[src/readout_defines.svh]
`ifndef READOUT_DEFINES_SVH
`define READOUT_DEFINES_SVH

//////////////////////////////////////////////////////////////////////
// Array geometry
//////////////////////////////////////////////////////////////////////

// ROIC line memories on the shared bus
`define NUM_ROIC 12
// Words per memory per line
`define WORDS_PER_ROIC 128
// One channel sample
`define DATA_W 24

//////////////////////////////////////////////////////////////////////
// Timing
//////////////////////////////////////////////////////////////////////

// Request edge to data on bank bus
`define MEM_LATENCY 2
// Idle cycles after the last word of a line
`define LINE_GAP 6
// Read index rise to frame reset pulse
`define FRAME_RESET_DELAY 4

`endif

[src/readout_pkg.sv]
`default_nettype none

`include "readout_defines.svh"

package readout_pkg;

    // One word from a ROIC memory with both channels
    typedef struct packed {
        logic [`DATA_W-1:0] a;
        logic [`DATA_W-1:0] b;
    } bank_word_t;

    // Shared read data bus with one word slot per bank
    typedef bank_word_t [`NUM_ROIC-1:0] bank_bus_t;

    // One-hot bank select
    typedef logic [`NUM_ROIC-1:0] bank_grant_t;

    // Word position inside one bank
    typedef logic [$clog2(`WORDS_PER_ROIC)-1:0] word_idx_t;

    // Lines per frame
    typedef logic [15:0] line_cnt_t;

    // Output beat with its framing flags
    typedef struct packed {
        bank_word_t data;
        logic       first;
        logic       last;
    } beat_t;

    // Line sequencer FSM
    typedef enum logic [1:0] {
        SEQ_IDLE,
        SEQ_READ,
        SEQ_GAP
    } seq_state_e;

endpackage

`default_nettype wire

[src/frame_timing.sv]
`timescale 1ns/1ps
`default_nettype none

`include "readout_defines.svh"

module frame_timing (
    input  logic                  eim_clk,
    input  logic                  rst_n_eim,
    input  logic                  read_index,
    input  readout_pkg::line_cnt_t dsp_image_height,
    input  logic                  line_done,
    output logic                  frame_reset,
    output logic                  line_allowed
);

    import readout_pkg::*;

    // Read index history with the oldest sample at the top
    logic [`FRAME_RESET_DELAY-1:0] index_sr;
    // Last stage one cycle later for edge detect
    logic                          index_last;
    // Lines finished since the last frame reset
    line_cnt_t                     line_cnt;

    //////////////////////////////////////////////////////////////////
    // Delayed frame reset
    //////////////////////////////////////////////////////////////////

    always_ff @(posedge eim_clk or negedge rst_n_eim) begin
        if (!rst_n_eim) begin
            index_sr   <= '0;
            index_last <= 1'b0;
        end else begin
            index_sr   <= {index_sr[`FRAME_RESET_DELAY-2:0], read_index};
            index_last <= index_sr[`FRAME_RESET_DELAY-1];
        end
    end

    // Rise seen at the end of the chain
    // Single pulse per readout window
    assign frame_reset = index_sr[`FRAME_RESET_DELAY-1] & ~index_last;

    //////////////////////////////////////////////////////////////////
    // Line count against image height
    //////////////////////////////////////////////////////////////////

    always_ff @(posedge eim_clk or negedge rst_n_eim) begin
        if (!rst_n_eim) begin
            line_cnt <= '0;
        end else if (frame_reset) begin
            // Frame reset wins over a finishing line
            line_cnt <= '0;
        end else if (line_done) begin
            line_cnt <= line_cnt + 1'b1;
        end
    end

    // Follows line_done by one cycle
    assign line_allowed = (line_cnt < dsp_image_height);

endmodule

`default_nettype wire

[src/bank_sequencer.sv]
`timescale 1ns/1ps
`default_nettype none

`include "readout_defines.svh"

module bank_sequencer (
    input  logic                     eim_clk,
    input  logic                     rst_n_eim,
    input  logic                     read_index,
    input  logic                     read_data_start,
    input  logic                     csi_done,
    input  logic                     read_axis_tready,
    input  logic                     frame_reset,
    input  logic                     line_allowed,
    output readout_pkg::bank_grant_t req_grant,
    output logic                     req_first,
    output logic                     req_last,
    output logic                     line_done
);

    import readout_pkg::*;

    localparam int GAP_W = $clog2(`LINE_GAP + 1);

    seq_state_e       state;
    // Bank currently holding the bus
    bank_grant_t      grant;
    word_idx_t        word_idx;
    logic [GAP_W-1:0] gap_cnt;
    // Next request opens a frame
    logic             first_pending;

    logic             start_ok;
    logic             advance;
    logic             last_word;
    logic             last_bank;
    logic             gap_done;

    //////////////////////////////////////////////////////////////////
    // Request conditions
    //////////////////////////////////////////////////////////////////

    // Start only from idle, inside a readout window, below height
    assign start_ok  = (state == SEQ_IDLE) && read_data_start && read_index && line_allowed;
    // One word per permitted cycle
    assign advance   = (state == SEQ_READ) && read_axis_tready && csi_done;
    assign last_word = (word_idx == word_idx_t'(`WORDS_PER_ROIC - 1));
    assign last_bank = grant[`NUM_ROIC-1];
    assign gap_done  = (gap_cnt == GAP_W'(`LINE_GAP - 1));

    // Grant doubles as the request strobe
    assign req_grant = advance ? grant : '0;
    assign req_first = advance && first_pending;
    assign req_last  = advance && last_word && last_bank;
    assign line_done = req_last;

    //////////////////////////////////////////////////////////////////
    // Sequencer FSM
    //////////////////////////////////////////////////////////////////

    always_ff @(posedge eim_clk or negedge rst_n_eim) begin
        if (!rst_n_eim) begin
            state    <= SEQ_IDLE;
            grant    <= '0;
            word_idx <= '0;
            gap_cnt  <= '0;
        end else if (frame_reset) begin
            // Abort any line in progress
            state    <= SEQ_IDLE;
            grant    <= '0;
            word_idx <= '0;
            gap_cnt  <= '0;
        end else begin
            case (state)
                SEQ_IDLE: begin
                    if (start_ok) begin
                        state    <= SEQ_READ;
                        grant    <= bank_grant_t'(1);
                        word_idx <= '0;
                    end
                end
                SEQ_READ: begin
                    if (advance) begin
                        if (last_word) begin
                            word_idx <= '0;
                            if (last_bank) begin
                                // Line complete so the bus is released
                                state   <= SEQ_GAP;
                                grant   <= '0;
                                gap_cnt <= '0;
                            end else begin
                                grant <= {grant[`NUM_ROIC-2:0], 1'b0};
                            end
                        end else begin
                            word_idx <= word_idx + 1'b1;
                        end
                    end
                end
                SEQ_GAP: begin
                    if (gap_done) begin
                        state <= SEQ_IDLE;
                    end else begin
                        gap_cnt <= gap_cnt + 1'b1;
                    end
                end
                default: state <= SEQ_IDLE;
            endcase
        end
    end

    // Frame start tag armed by frame reset
    always_ff @(posedge eim_clk or negedge rst_n_eim) begin
        if (!rst_n_eim) begin
            first_pending <= 1'b0;
        end else if (frame_reset) begin
            first_pending <= 1'b1;
        end else if (advance) begin
            first_pending <= 1'b0;
        end
    end

endmodule

`default_nettype wire

[src/read_data_mux.sv]
`timescale 1ns/1ps
`default_nettype none

`include "readout_defines.svh"

module read_data_mux (
    input  logic                     eim_clk,
    input  logic                     rst_n_eim,
    input  readout_pkg::bank_grant_t req_grant,
    input  logic                     req_first,
    input  logic                     req_last,
    input  readout_pkg::bank_bus_t   roic_read_data,
    output readout_pkg::beat_t       beat_out,
    output logic                     beat_valid
);

    import readout_pkg::*;

    // Request tags in flight
    // Stage k is seen k+1 cycles after the request
    bank_grant_t                grant_pipe [`MEM_LATENCY];
    logic [`MEM_LATENCY-1:0]    first_pipe;
    logic [`MEM_LATENCY-1:0]    last_pipe;
    bank_grant_t                grant_due;
    bank_word_t                 word_sel;

    //////////////////////////////////////////////////////////////////
    // Latency alignment
    //////////////////////////////////////////////////////////////////

    always_ff @(posedge eim_clk or negedge rst_n_eim) begin
        if (!rst_n_eim) begin
            for (int k = 0; k < `MEM_LATENCY; k++) begin
                grant_pipe[k] <= '0;
            end
            first_pipe <= '0;
            last_pipe  <= '0;
        end else begin
            grant_pipe[0] <= req_grant;
            for (int k = 1; k < `MEM_LATENCY; k++) begin
                grant_pipe[k] <= grant_pipe[k-1];
            end
            first_pipe <= {first_pipe[`MEM_LATENCY-2:0], req_first};
            last_pipe  <= {last_pipe[`MEM_LATENCY-2:0], req_last};
        end
    end

    // Grant matching the word now on the bus
    assign grant_due = grant_pipe[`MEM_LATENCY-1];

    // One-hot select that gives zero when idle
    always_comb begin
        word_sel = '0;
        for (int b = 0; b < `NUM_ROIC; b++) begin
            if (grant_due[b]) begin
                word_sel = word_sel | roic_read_data[b];
            end
        end
    end

    //////////////////////////////////////////////////////////////////
    // Output beat register
    //////////////////////////////////////////////////////////////////

    always_ff @(posedge eim_clk or negedge rst_n_eim) begin
        if (!rst_n_eim) begin
            beat_valid <= 1'b0;
            beat_out   <= '0;
        end else begin
            beat_valid     <= |grant_due;
            beat_out.data  <= word_sel;
            beat_out.first <= first_pipe[`MEM_LATENCY-1];
            beat_out.last  <= last_pipe[`MEM_LATENCY-1];
        end
    end

endmodule

`default_nettype wire

[src/readout_top.sv]
`timescale 1ns/1ps
`default_nettype none

`include "readout_defines.svh"

module readout_top (
    input  logic                     eim_clk,
    input  logic                     rst_n_eim,
    input  logic                     read_index,
    input  logic                     read_data_start,
    input  logic                     csi_done,
    input  logic                     read_axis_tready,
    input  readout_pkg::line_cnt_t   dsp_image_height,
    input  readout_pkg::bank_bus_t   roic_read_data,
    output readout_pkg::bank_grant_t data_read_req,
    output logic                     read_data_valid,
    output logic [`DATA_W-1:0]       read_data_a,
    output logic [`DATA_W-1:0]       read_data_b,
    output logic                     read_axis_tlast,
    output logic                     read_frame_start,
    output logic                     read_frame_reset
);

    import readout_pkg::*;

    logic        frame_reset;
    logic        line_allowed;
    logic        line_done;
    bank_grant_t req_grant;
    logic        req_first;
    logic        req_last;
    beat_t       beat_out;

    //////////////////////////////////////////////////////////////////
    // Frame and line bookkeeping
    //////////////////////////////////////////////////////////////////

    frame_timing frame_timing_i (
        .eim_clk          (eim_clk),
        .rst_n_eim        (rst_n_eim),
        .read_index       (read_index),
        .dsp_image_height (dsp_image_height),
        .line_done        (line_done),
        .frame_reset      (frame_reset),
        .line_allowed     (line_allowed)
    );

    // Bus arbiter in bank order
    bank_sequencer bank_sequencer_i (
        .eim_clk          (eim_clk),
        .rst_n_eim        (rst_n_eim),
        .read_index       (read_index),
        .read_data_start  (read_data_start),
        .csi_done         (csi_done),
        .read_axis_tready (read_axis_tready),
        .frame_reset      (frame_reset),
        .line_allowed     (line_allowed),
        .req_grant        (req_grant),
        .req_first        (req_first),
        .req_last         (req_last),
        .line_done        (line_done)
    );

    // Returned word select
    read_data_mux read_data_mux_i (
        .eim_clk          (eim_clk),
        .rst_n_eim        (rst_n_eim),
        .req_grant        (req_grant),
        .req_first        (req_first),
        .req_last         (req_last),
        .roic_read_data   (roic_read_data),
        .beat_out         (beat_out),
        .beat_valid       (read_data_valid)
    );

    // Grant goes straight out as memory request
    assign data_read_req    = req_grant;
    assign read_frame_reset = frame_reset;

    // Beat fields onto ports
    assign read_data_a      = beat_out.data.a;
    assign read_data_b      = beat_out.data.b;
    assign read_axis_tlast  = beat_out.last;
    assign read_frame_start = beat_out.first;

endmodule

`default_nettype wire

[config.mk]
export PLATFORM = sky130hd
export DESIGN_NAME = readout_top
export DESIGN_NICKNAME = d
export VERILOG_FILES = /design/src/readout_pkg.sv /design/src/frame_timing.sv /design/src/bank_sequencer.sv /design/src/read_data_mux.sv /design/src/readout_top.sv
export VERILOG_INCLUDE_DIRS = /design/src /design/src/src
export SDC_FILE = /design/constraint.sdc
export NUM_CORES = 1
export LEC_CHECK = 0
export ABC_AREA = 1
export ABC_CLOCK_PERIOD_IN_PS = 2700
export BUFFER_PORTS_ARGS = -buffer_cell sky130_fd_sc_hd__buf_4
export CAP_MARGIN = 30
export CORE_AREA = 4 4 255 257
export CTS_CLUSTER_SIZE = 24
export DETAILED_ROUTE_END_ITERATION = 10
export DIE_AREA = 0 0 259 261
export GPL_TIMING_DRIVEN = 0
export HOLD_SLACK_MARGIN = 0.08
export PLACE_DENSITY = 0.37
export SETUP_SLACK_MARGIN = 0.1
export SKIP_CTS_REPAIR_TIMING = 1
export SYNTH_ARGS = -nofsm -noshare
export SYNTH_HDL_FRONTEND = slang
export SYNTH_SLANG_ARGS = --single-unit
[constraint.sdc]
create_clock -name eim_clk -period 2.7 [get_ports eim_clk]
set_clock_uncertainty 0.15 [all_clocks]
set_input_delay 0.135 -clock eim_clk [delete_from_list [all_inputs] [get_ports eim_clk]]
set_output_delay 0.135 -clock eim_clk [all_outputs]
set_load 0.01 [all_outputs]
==> run_results.csv, run 1 <==
group,metric,value,unit
status,status,"complete, no violations",
synthesis,syn_area,8120,µm²
grt,grt_start_max_net_pins,67,
critical_path,cpMaxStageDelayCell,"clkbuf_1",
layout,drive_gt1_share,34.1,%
detailed_routing,drc,0,
critical_path,worst_setup_path_start_kind,"register",
grt,grt_busiest_layer,"met2",
synthesis,synthAdderAreaFrac,3.39,%
pwr,pwr-share-comb,35.2,%
placed_design,dp_hpwl,69100,µm
detailed_routing,wl,84800,µm
critical_path,endpoint_kind,"register",
pwr,power,6.73,mW
floorplan,fp.dieW,259,µm
pwr,cellInternalPower,4.49,mW
placed_design,dp_cells,2527,
placed_design,gp_congestion,0.930,
sta,fin_crit,2600,ps
layout,areaGrowthSynthToFinish,147,%
clock_network,cts_buffers,17,
synthesis,yosys_warnings,0,
grt,use_met1,27.0,%
clock_network,cts_tree,"done",
layout,fin_nets,2816,
grt,grt_pass1_wl,104000,µm
sta,slew-limit-headroom,25.3,%
layout,regArea,3130,µm²
clock_network,insertion_delay,480,ps
detailed_routing,vias,13572,
synthesis,synth_edf_count,0,
synthesis,async_reset_ff_share,100,%
clock_network,cts_root_buf,"clkbuf_16",
synthesis,synthCells,1004,
synthesis,synthSimpleGateAreaFrac,24.1,%
pwr,p_sw_share,33.2,%
critical_path,cp.arrival,2860,ps
synthesis,post_synth.cell_area_avg,8.08,µm²
clock_network,cts.clk_slew.worst_paths,70,ps
job,drv_cap,0,
floorplan,num_rows,92,
pwr,leakage,9.59,nW
floorplan,start_util,12.9,%
detailed_routing,ant_nets,0,
pwr,switching_power,2.24,mW
grt,grt_util_all_layers,22.9,%
pwr,p_clk_share,34.0,%
critical_path,worst_ep_required_time,2960,ps
critical_path,crit_path_max_fanout,10,
synthesis,synth_top_family_by_area,"compound AO/OA/AOI/OAI gates",
detailed_routing,wl_per_cell,27.6,µm
synthesis,post_synth_main_area_contributors,"dfrtp_1 (39%), a221oi_1 (11%), nand2_1 (11%), a22o_1 (11%), nand3_1 (4.9%)",
synthesis,synthMuxAreaShare,0,%
synthesis,synthXorXnorAreaFrac,0.648,%
pwr,pwr_density_cell,336,nW/µm²
detailed_routing,viasPerCell,4.41,
clock_network,cts.sinks,125,
grt,met2_usage,35.4,%
grt,antenna_found_initial,44,
sta,timing.final.max_slew_violations,0,
clock_network,clk_path_buf_depth,2,
critical_path,path_cells,"clkbuf_1 > buf_1 > a21oi_1 > nand3_1",
pwr,share_seq_of_total_power,30.7,%
grt,gr-total-overflow,0,
synthesis,ys.flop_type,"dfrtp_1",
placed_design,io_buffers,661,
floorplan,fp.dieH,261,µm
sta,setup_violations,0,
sta,rsz0062_at_grt,"no",
synthesis,yosys.area.top_type_share,38.5,%
synthesis,ys_seq_elements,125,
grt,grtUsageMet3,12.1,%
synthesis,syn_nets,1624,
detailed_routing,drt_pre_antenna_iters,5,
clock_network,htree_levels,4,
sta,worstMarginPinSlew,1120,ps
synthesis,synth_cell_type_count,35,
critical_path,crit_path_max_incr_delay,710,ps
synthesis,yosysTopAreaCell,"dfrtp_1",
layout,finalNonFillerCells,3078,
grt,grt_pass1_vias,11694,
detailed_routing,drtIter0Drc,852,
critical_path,crit_type,"reg -> reg",
sta,hold_viol,0,
hold_path,min_path_type,"in -> async",
layout,fill_cells,6724,
synthesis,seq_area_frac_synth,38.5,%
synthesis,synth-compound-area-share,26.8,%
floorplan,die_area,67600,µm²
layout,multi_input_area,4530,µm²
pwr,vdd_drop_max,0.000463,V
sta,min_period_over_period,96.2,%
floorplan,boundaryPins,662,
floorplan,core_area,62700,µm²
sta,max_freq,385,MHz
## critical path, delay by kind of cell (launching register included)
| family | cells | cell delay [ps] |
|---|---|---|
| flip-flops | 1 | 500 |
| AND/OR/NAND/NOR | 1 | 160 |
| buffers and inverters | 2 | 1390 |
| AO/OA/AOI/OAI | 1 | 310 |
## placed cells by master (no fill, tap or decap), types with 5 or more instances in the layout
| cell | count |
|---|---|
| ha_1 | 22 |
| dfrtp_1 | 125 |
| a221oi_1 | 105 |
| diode_2 | 23 |
| buf_6 | 5 |
| clkbuf_16 | 17 |
| o21ai_0 | 21 |
| buf_1 | 12 |
| dlygate4sd3_1 | 496 |
| nor2_1 | 36 |
| buf_8 | 8 |
| buf_2 | 6 |
| inv_6 | 5 |
| nand2_1 | 247 |
| nor3_1 | 8 |
| a21oi_1 | 46 |
| a22o_1 | 98 |
| clkbuf_1 | 47 |
| inv_1 | 61 |
| nand4_1 | 34 |
| nor2_2 | 8 |
| nand3_1 | 80 |
| nor2_4 | 8 |
| buf_4 | 661 |
## per-stage QoR
stage / utilization, % / worst slack, ps / cell area (µm²) / setup TNS, ps / hold slack [ps]
after floorplan: - / 757 / 8120 / 0 / -311
after global placement: 22.5 / -1230 / 14100 / -4500 / 119
after detailed placement: 23.0 / -197 / 14400 / -1260 / 32.4
after CTS: 23.9 / -272 / 15000 / -2540 / -515
after global routing: 31.9 / 43.9 / 20000 / 0 / 79.1
final: 32.0 / 104 / 20100 / 0 / 57.8
## registers in the layout, summed over array words and instances (netlist names)
signal and flops:
read_data_mux_i.last_pipe 2, read_data_mux_i.beat_out 50, bank_sequencer_i.grant 12, frame_timing_i.index_sr 4, bank_sequencer_i.first_pending 1, bank_sequencer_i.state 2
read_data_mux_i.beat_valid 1, bank_sequencer_i.gap_cnt 3, read_data_mux_i.grant_pipe 12, bank_sequencer_i.word_idx 7, read_data_mux_i.grant_due 12, read_data_mux_i.first_pipe 2
frame_timing_i.index_last 1, frame_timing_i.line_cnt 16
## cells by family after synthesis
group	after synthesis
buffers and inverters	133
DFF	125
xor gates and xnor gates	6
and+or+nand+nor	440
adders and majority gates	22
AOI/OAI and AO/OA	278
## per-layer routing
metal  part of all wire, %  up-vias
met1                    42     6577
li1                      -     6115
met3                   9.6      168
met2                    45      678
met5                  0.25        -
met4                   2.8       34
## synth_stat cells, types with 2 or more instances
library cell / n
clkbuf_1: 52
a21oi_1: 46
o21ai_0: 21
nor2_1: 44
nand3_1: 80
nor2_2: 6
nor3_1: 8
nand2_2: 4
nand2_1: 247
xor2_1: 3
ha_1: 22
buf_1: 12
inv_1: 61
a31oi_1: 2
nand3_2: 2
buf_2: 5
a22o_1: 98
nand2_4: 4
dfrtp_1: 125
a221oi_1: 106
nor4_1: 4
nand4_1: 34
nor2_4: 2
xnor2_1: 3
or2_2: 3
## final timing paths
kind / startpoint / to / slack, ps / depth (start not counted)
worst max-delay path: read_data_mux_i.grant_due[6] / read_data_mux_i.beat_out[6] / 100 / 4
worst min-delay path: rst_n_eim / read_data_mux_i.beat_out[4] / 60 / 2
worst max register to register: read_data_mux_i.grant_due[6] / read_data_mux_i.beat_out[6] / 100 / 4
worst min register to register: read_data_mux_i.grant_pipe[23] / read_data_mux_i.grant_due[11] / 200 / 0
max in group asynchronous: rst_n_eim / read_data_mux_i.beat_out[17] / 1470 / 3
min in group eim_clk: roic_read_data[142] / read_data_mux_i.beat_out[48] / 80 / 5
## final cells by class
cell class / instances / share of cell area (%)
diodes: 23 / 0.287
inverters: 62 / 1.16
multi-input cells: 746 / 22.6
well taps: 846 / 5.28
repair buffers: 1173 / 50.8
plain buffers: 71 / 1.52
clock buffers: 18 / 2.19
flip-flops and latches: 125 / 15.6
clock inverters: 14 / 0.549
## power groups by stage
stage                     combinational, mW  clock, mW  sequential (mW)
after floorplan                       0.573          0             2.11
after global placement                 1.73          0             2.10
after detailed placement               1.76          0             2.10
after CTS                              1.76       2.40             2.07
after global routing                   2.55       2.46             2.08
final                                  2.37       2.29             2.07
No activity file was read; power rests on OpenSTA's default activity.
==> run 2: changes to the inputs <==
CORE_AREA = 4 4 259 261   (was 4 4 255 257)
DIE_AREA = 0 0 263 265   (was 0 0 259 261)
PLACE_DENSITY = 0.39   (was 0.37)
SYNTH_HIERARCHICAL = 1   (was default)
==> run_results.csv, run 2 <==
group,metric,value,unit
critical_path,worst_ep_required_time,2900,ps
detailed_routing,ant_nets,0,
critical_path,cp.arrival,2790,ps
clock_network,clk_path_buf_depth,2,
placed_design,placed_cell_area,15400,µm²
synthesis,post_synth.cell_area_avg,5.96,µm²
synthesis,async_reset_ff_share,100,%
sta,timing.final.max_slew_violations,0,
critical_path,endpoint_kind,"register",
detailed_routing,vias,15274,
synthesis,synthCells,1562,
detailed_routing,drt_pre_antenna_iters,6,
floorplan,start_util,14.4,%
floorplan,fp.dieW,263,µm
synthesis,ys_seq_elements,125,
synthesis,syn_area,9310,µm²
placed_design,io_buffers,661,
grt,grt_pass1_wl,98500,µm
synthesis,yosys.area.top_type_share,37.9,%
layout,fin_nets,3374,
critical_path,cpMaxStageDelayCell,"dlygate4sd3_1",
clock_network,cts.clk_slew.worst_paths,70,ps
layout,areaGrowthSynthToFinish,128,%
clock_network,cts.sinks,125,
critical_path,crit_type,"reg -> reg",
layout,regMostFlops,"read_data_mux_i/beat_out",
floorplan,fp.dieH,265,µm
hold_path,min_path_type,"in -> reg",
sta,min_period_over_period,95.9,%
pwr,leakage,11.9,nW
sta,fin_crit,2590,ps
synthesis,synth.most_common_cell,"nand2_1",
grt,grt_start_max_net_pins,99,
clock_network,insertion_delay,470,ps
grt,grt_pass1_vias,13049,
sta,worstMarginPinSlew,687,ps
synthesis,yosys_warnings,6,
detailed_routing,viasPerCell,4.20,
layout,final_cell_mix,"nand2_1 (940), buf_4 (681), dlygate4sd3_1 (505)",
sta,setup_violations,0,
sta,hold_viol,0,
placed_design,dp_hpwl,59000,µm
sta,fin_tns_setup,0,ps
detailed_routing,wl,76700,µm
clock_network,htree_levels,4,
layout,drive_gt1_share,29.8,%
grt,gr-total-overflow,0,
layout,reg_top3,"read_data_mux_i/beat_out (50), frame_timing_i/line_cnt (16)",
sta,slew-limit-headroom,54.2,%
pwr,pwr_density_cell,349,nW/µm²
layout,postLayoutCellArea,21300,µm²
clock_network,cts_buffers,17,
layout,largest_reg_flops,50,
floorplan,num_rows,93,
critical_path,path_cells,"buf_4 > buf_6 > nand2_1 > nand2_1 > dlygate4sd3_1 > nor2_1 > dlygate4sd3_1 > nand3_1",
floorplan,die_area,69700,µm²
grt,antenna_found_initial,16,
detailed_routing,drtIter0Drc,950,
clock_network,cts_root_buf,"clkbuf_16",
status,status,"complete, no violations",
placed_design,place_ws,-196,ps
detailed_routing,wl_per_cell,21.1,µm
sta,max_freq,386,MHz
synthesis,ys.flop_type,"dfrtp_1",
synthesis,post_synth_main_area_contributors,"nand2_1 (38%), dfrtp_1 (34%), nor2_1 (7.6%), nand3_1 (3.7%), ha_1 (2.6%)",
floorplan,boundaryPins,662,
floorplan,core_area,64500,µm²
placed_design,gp_congestion,0.925,
pwr,vdd_drop_max,0.000501,V
critical_path,crit_path_max_fanout,10,
synthesis,yosysTopAreaCell,"nand2_1",
detailed_routing,drc,0,
layout,layout_commonest_cell,"nand2_1",
job,drv_cap,0,
synthesis,synth_commonest_cells,"nand2_1 (941), nor2_1 (189), dfrtp_1 (125)",
sta,hold_ws,21.2,ps
synthesis,syn_nets,2179,
grt,grt_util_all_layers,20.0,%
clock_network,cts_tree,"done",
critical_path,crit_path_max_incr_delay,570,ps
synthesis,synth_edf_count,0,
critical_path,worst_setup_path_start_kind,"register",
sta,worst_slack,110,ps
synthesis,synth_cell_type_count,33,
synthesis,seq_area_frac_synth,33.6,%
sta,rsz0062_at_grt,"yes",
pwr,power,7.42,mW
==> run 2: cell types whose count changed after synthesis, moves of 36 or more <==
cell,change
clkbuf_1,-52
a221oi_1,-106
a22o_1,-98
nor2_1,+145
nand2_1,+694
buf_2,+36
==> run 2: path summary, 6_finish.rpt <==
| path | cells after the start | slack, ps | start | end |
|---|---|---|---|---|
| max | 8 | 110 | read_data_mux_i/grant_due[1] | read_data_mux_i/beat_out[5] |
| min | 5 | 20 | roic_read_data[106] | read_data_mux_i/beat_out[12] |
| max reg2reg | 8 | 110 | read_data_mux_i/grant_due[1] | read_data_mux_i/beat_out[5] |
| min reg2reg | 0 | 190 | frame_timing_i/index_sr[2] | frame_timing_i/index_sr[3] |
| max in group asynchronous | 4 | 1210 | rst_n_eim | frame_timing_i/line_cnt[7] |
| min in group asynchronous | 4 | 560 | rst_n_eim | read_data_mux_i/beat_out[10] |
==> run 2: logic make-up (layout without fill, tap and decap cells) <==
| kind of cell | count (synthesis) | in the layout | share of synthesized area [%] |
|---|---|---|---|
| buffers and inverters | 128 | 1336 | 7.28 |
| other | 0 | 9 | 0 |
| xor gates and xnor gates | 2 | 2 | 0.188 |
| AOI/OAI and AO/OA | 46 | 46 | 3.06 |
| adders and majority gates | 19 | 19 | 2.55 |
| DFF | 125 | 125 | 33.6 |
| and+or+nand+nor | 1242 | 1242 | 53.3 |
==> run 2: critical path: cells and delay by family (launching register included) <==
family                 cells  cell delay, ps
buffers and inverters      4            1570
AND/OR/NAND/NOR            4             290
flip-flops                 1             450
==> run 2: layout make-up <==
cell class | count | area (µm²)
Antenna cell | 9 | 22.5
Buffer | 66 | 454
Clock buffer | 21 | 480
Clock inverter | 11 | 155
Fill cell | 7071 | 43200
Inverter | 62 | 233
Multi-Input combinational cell | 1309 | 5560
Sequential cell | 125 | 3130
Tap cell | 855 | 1070
Timing Repair Buffer | 1176 | 10100
==> run 2: layer usage <==
layer | up-vias | share of wire (%) | track usage (%) | routed length [µm]
li1 | 7158 | - | - | -
met3 | 149 | 6.6 | 5.16 | 5060
met5 | - | 0.017 | 0 | 13
met4 | 2 | 2.9 | 5.58 | 2250
met1 | 7211 | 40 | 23.4 | 30500
met2 | 754 | 51 | 36.1 | 38900
==> run 2: through the flow <==
| step | std cells | util [%] |
|---|---|---|
| 4_1_cts | 3111 | 24.8 |
| 5_1_grt | 3629 | 33.0 |
| 6_report | 3634 | 33.0 |
| 3_5_place_dp | 3079 | 23.9 |
| 2_1_floorplan | 1562 | - |
| 3_3_place_gp | 3078 | 23.8 |
==> run 2: power breakdown <==
group | switching (mW) | total (mW) | internal [mW]
Sequential | 0.105 | 2.17 | 2.07
Combinational | 1.17 | 2.64 | 1.47
Clock | 1.05 | 2.61 | 1.56
Total | 2.32 | 7.42 | 5.10
==> run 3: changes to the inputs <==
CORE_AREA = 2 2 257 259   (was 4 4 259 261)
DIE_AREA = 0 0 259 261   (was 0 0 263 265)
==> run_results.csv, run 3 (synthesis results as in run 2) <==
group,metric,value,unit
status,status,"complete, no violations",
pwr,share_seq_of_total_power,30.1,%
grt,grt_pass1_vias,12358,
sta,worstMarginPinSlew,631,ps
sta,worst_slack,149,ps
placed_design,io_buffers,661,
critical_path,cpMaxStageDelayCell,"dfrtp_1",
layout,regMostFlops,"read_data_mux_i/beat_out",
critical_path,cp.arrival,2810,ps
clock_network,cts.clk_slew.worst_paths,70,ps
floorplan,boundaryPins,662,
sta,fin_crit,2550,ps
detailed_routing,drtIter0Drc,820,
layout,largest_reg_flops,50,
floorplan,start_util,14.3,%
layout,finalNonFillerCells,3642,
grt,antenna_found_initial,19,
layout,postLayoutCellArea,21200,µm²
job,drv_cap,0,
placed_design,gp_congestion,0.931,
floorplan,fp.dieW,259,µm
layout,drive_gt1_share,29.8,%
floorplan,fp.dieH,261,µm
pwr,leakage,11.8,nW
sta,hold_ws,86.7,ps
pwr,cellInternalPower,4.87,mW
pwr,power,7.24,mW
pwr,pwr-share-comb,35.2,%
detailed_routing,viasPerCell,4.07,
clock_network,cts.sinks,125,
grt,grt_util_all_layers,19.7,%
clock_network,insertion_delay,470,ps
sta,rsz0062_at_grt,"yes",
layout,reg_top3,"read_data_mux_i/beat_out (50), frame_timing_i/line_cnt (16)",
detailed_routing,vias,14819,
sta,min_period_over_period,94.5,%
floorplan,core_area,65000,µm²
hold_path,min_path_type,"in -> async",
placed_design,dp_hpwl,56300,µm
critical_path,crit_type,"reg -> reg",
grt,grt_pass1_wl,92700,µm
clock_network,cts_tree,"done",
placed_design,place_ws,-197,ps
layout,final_cell_mix,"nand2_1 (941), buf_4 (680), dlygate4sd3_1 (502)",
floorplan,num_rows,94,
sta,slew-limit-headroom,58.0,%
critical_path,worst_setup_path_start_kind,"register",
sta,hold_viol,0,
pwr,vdd_drop_max,0.000489,V
clock_network,cts_buffers,17,
detailed_routing,ant_nets,0,
pwr,switching_power,2.36,mW
sta,setup_violations,0,
floorplan,die_area,67600,µm²
layout,fin_nets,3369,
detailed_routing,drc,0,
layout,areaGrowthSynthToFinish,127,%
critical_path,path_cells,"buf_2 > nand2_1 > nand2_1 > dlygate4sd3_1 > nor2_1 > dlygate4sd3_1 > nand3_1",
clock_network,clk_path_buf_depth,2,
pwr,p_clk_share,34.7,%
critical_path,worst_ep_required_time,2960,ps
sta,timing.final.max_slew_violations,0,
pwr,pwr_density_cell,342,nW/µm²
detailed_routing,wl,73200,µm
detailed_routing,drt_pre_antenna_iters,5,
critical_path,crit_path_max_fanout,10,
critical_path,endpoint_kind,"register",
sta,fin_tns_setup,0,ps
layout,fin_util,32.6,%
clock_network,cts_root_buf,"clkbuf_16",
detailed_routing,wl_per_cell,20.1,µm
placed_design,dp_cells,3089,
sta,max_freq,392,MHz
grt,gr-total-overflow,0,
grt,grt_start_max_net_pins,78,
critical_path,crit_path_max_incr_delay,570,ps
placed_design,placed_cell_area,15400,µm²
pwr,p_sw_share,32.6,%
layout,layout_commonest_cell,"nand2_1",
clock_network,htree_levels,4,
run 3: changes by cell type in the layout (fill, tap and decap cells not counted), moves of 2 or more:
cell,change
clkbuf_8,-4
diode_2,+4
a21oi_2,+3
dlygate4sd3_1,-3
inv_6,+3
a21oi_1,-2
buf_12,-2
buf_6,+2
nand3_2,+2
nor2_2,-2
run 3: path summary, 6_finish.rpt:
check / start / endpoint / slack [ps] / cells past startpoint
setup / recovery: read_data_mux_i/grant_due[3] / read_data_mux_i/beat_out[27] / 150 / 7
hold / removal: rst_n_eim / bank_sequencer_i/grant[4] / 90 / 3
setup reg to reg: read_data_mux_i/grant_due[3] / read_data_mux_i/beat_out[27] / 150 / 7
hold reg to reg: read_data_mux_i/grant_pipe[20] / read_data_mux_i/grant_due[8] / 190 / 0
max in group asynchronous: rst_n_eim / frame_timing_i/line_cnt[3] / 1640 / 4
min in group eim_clk: read_data_start / bank_sequencer_i/state[1] / 100 / 7
run 3: critical path: cells and delay by family, from the launching register on:
family	cells	cell delay (ps)
buffers and inverters	3	1460
DFF	1	570
and+or+nand+nor	4	290
run 3: per-layer routing:
metal / track usage (%) / wire (µm) / vias to the layer above
met1: 23.9 / 29900 / 6957
li1: - / - / 7163
met3: 5.25 / 5350 / 97
met4: 6.63 / 2110 / 6
met2: 33.9 / 35800 / 596
met5: 0 / 38 / -
run 3: final cells by class:
type,count,area [µm²]
diodes,13,32.5
plain buffers,66,445
clock buffers,17,425
clock inverters,15,180
fillers,7134,43900
inverters,62,233
multi-input cells,1309,5560
flip-flops and latches,125,3130
well taps,864,1080
repair buffers,1171,10100
run 3: power by group through the flow:
stage / clock (mW) / sequential, mW / combinational [mW]
2_1_floorplan: 0 / 2.24 / 0.742
3_3_place_gp: 0 / 2.21 / 2.02
3_5_place_dp: 0 / 2.21 / 2.03
4_1_cts: 2.62 / 2.17 / 2.04
5_1_grt: 2.69 / 2.20 / 2.75
6_report: 2.51 / 2.18 / 2.54
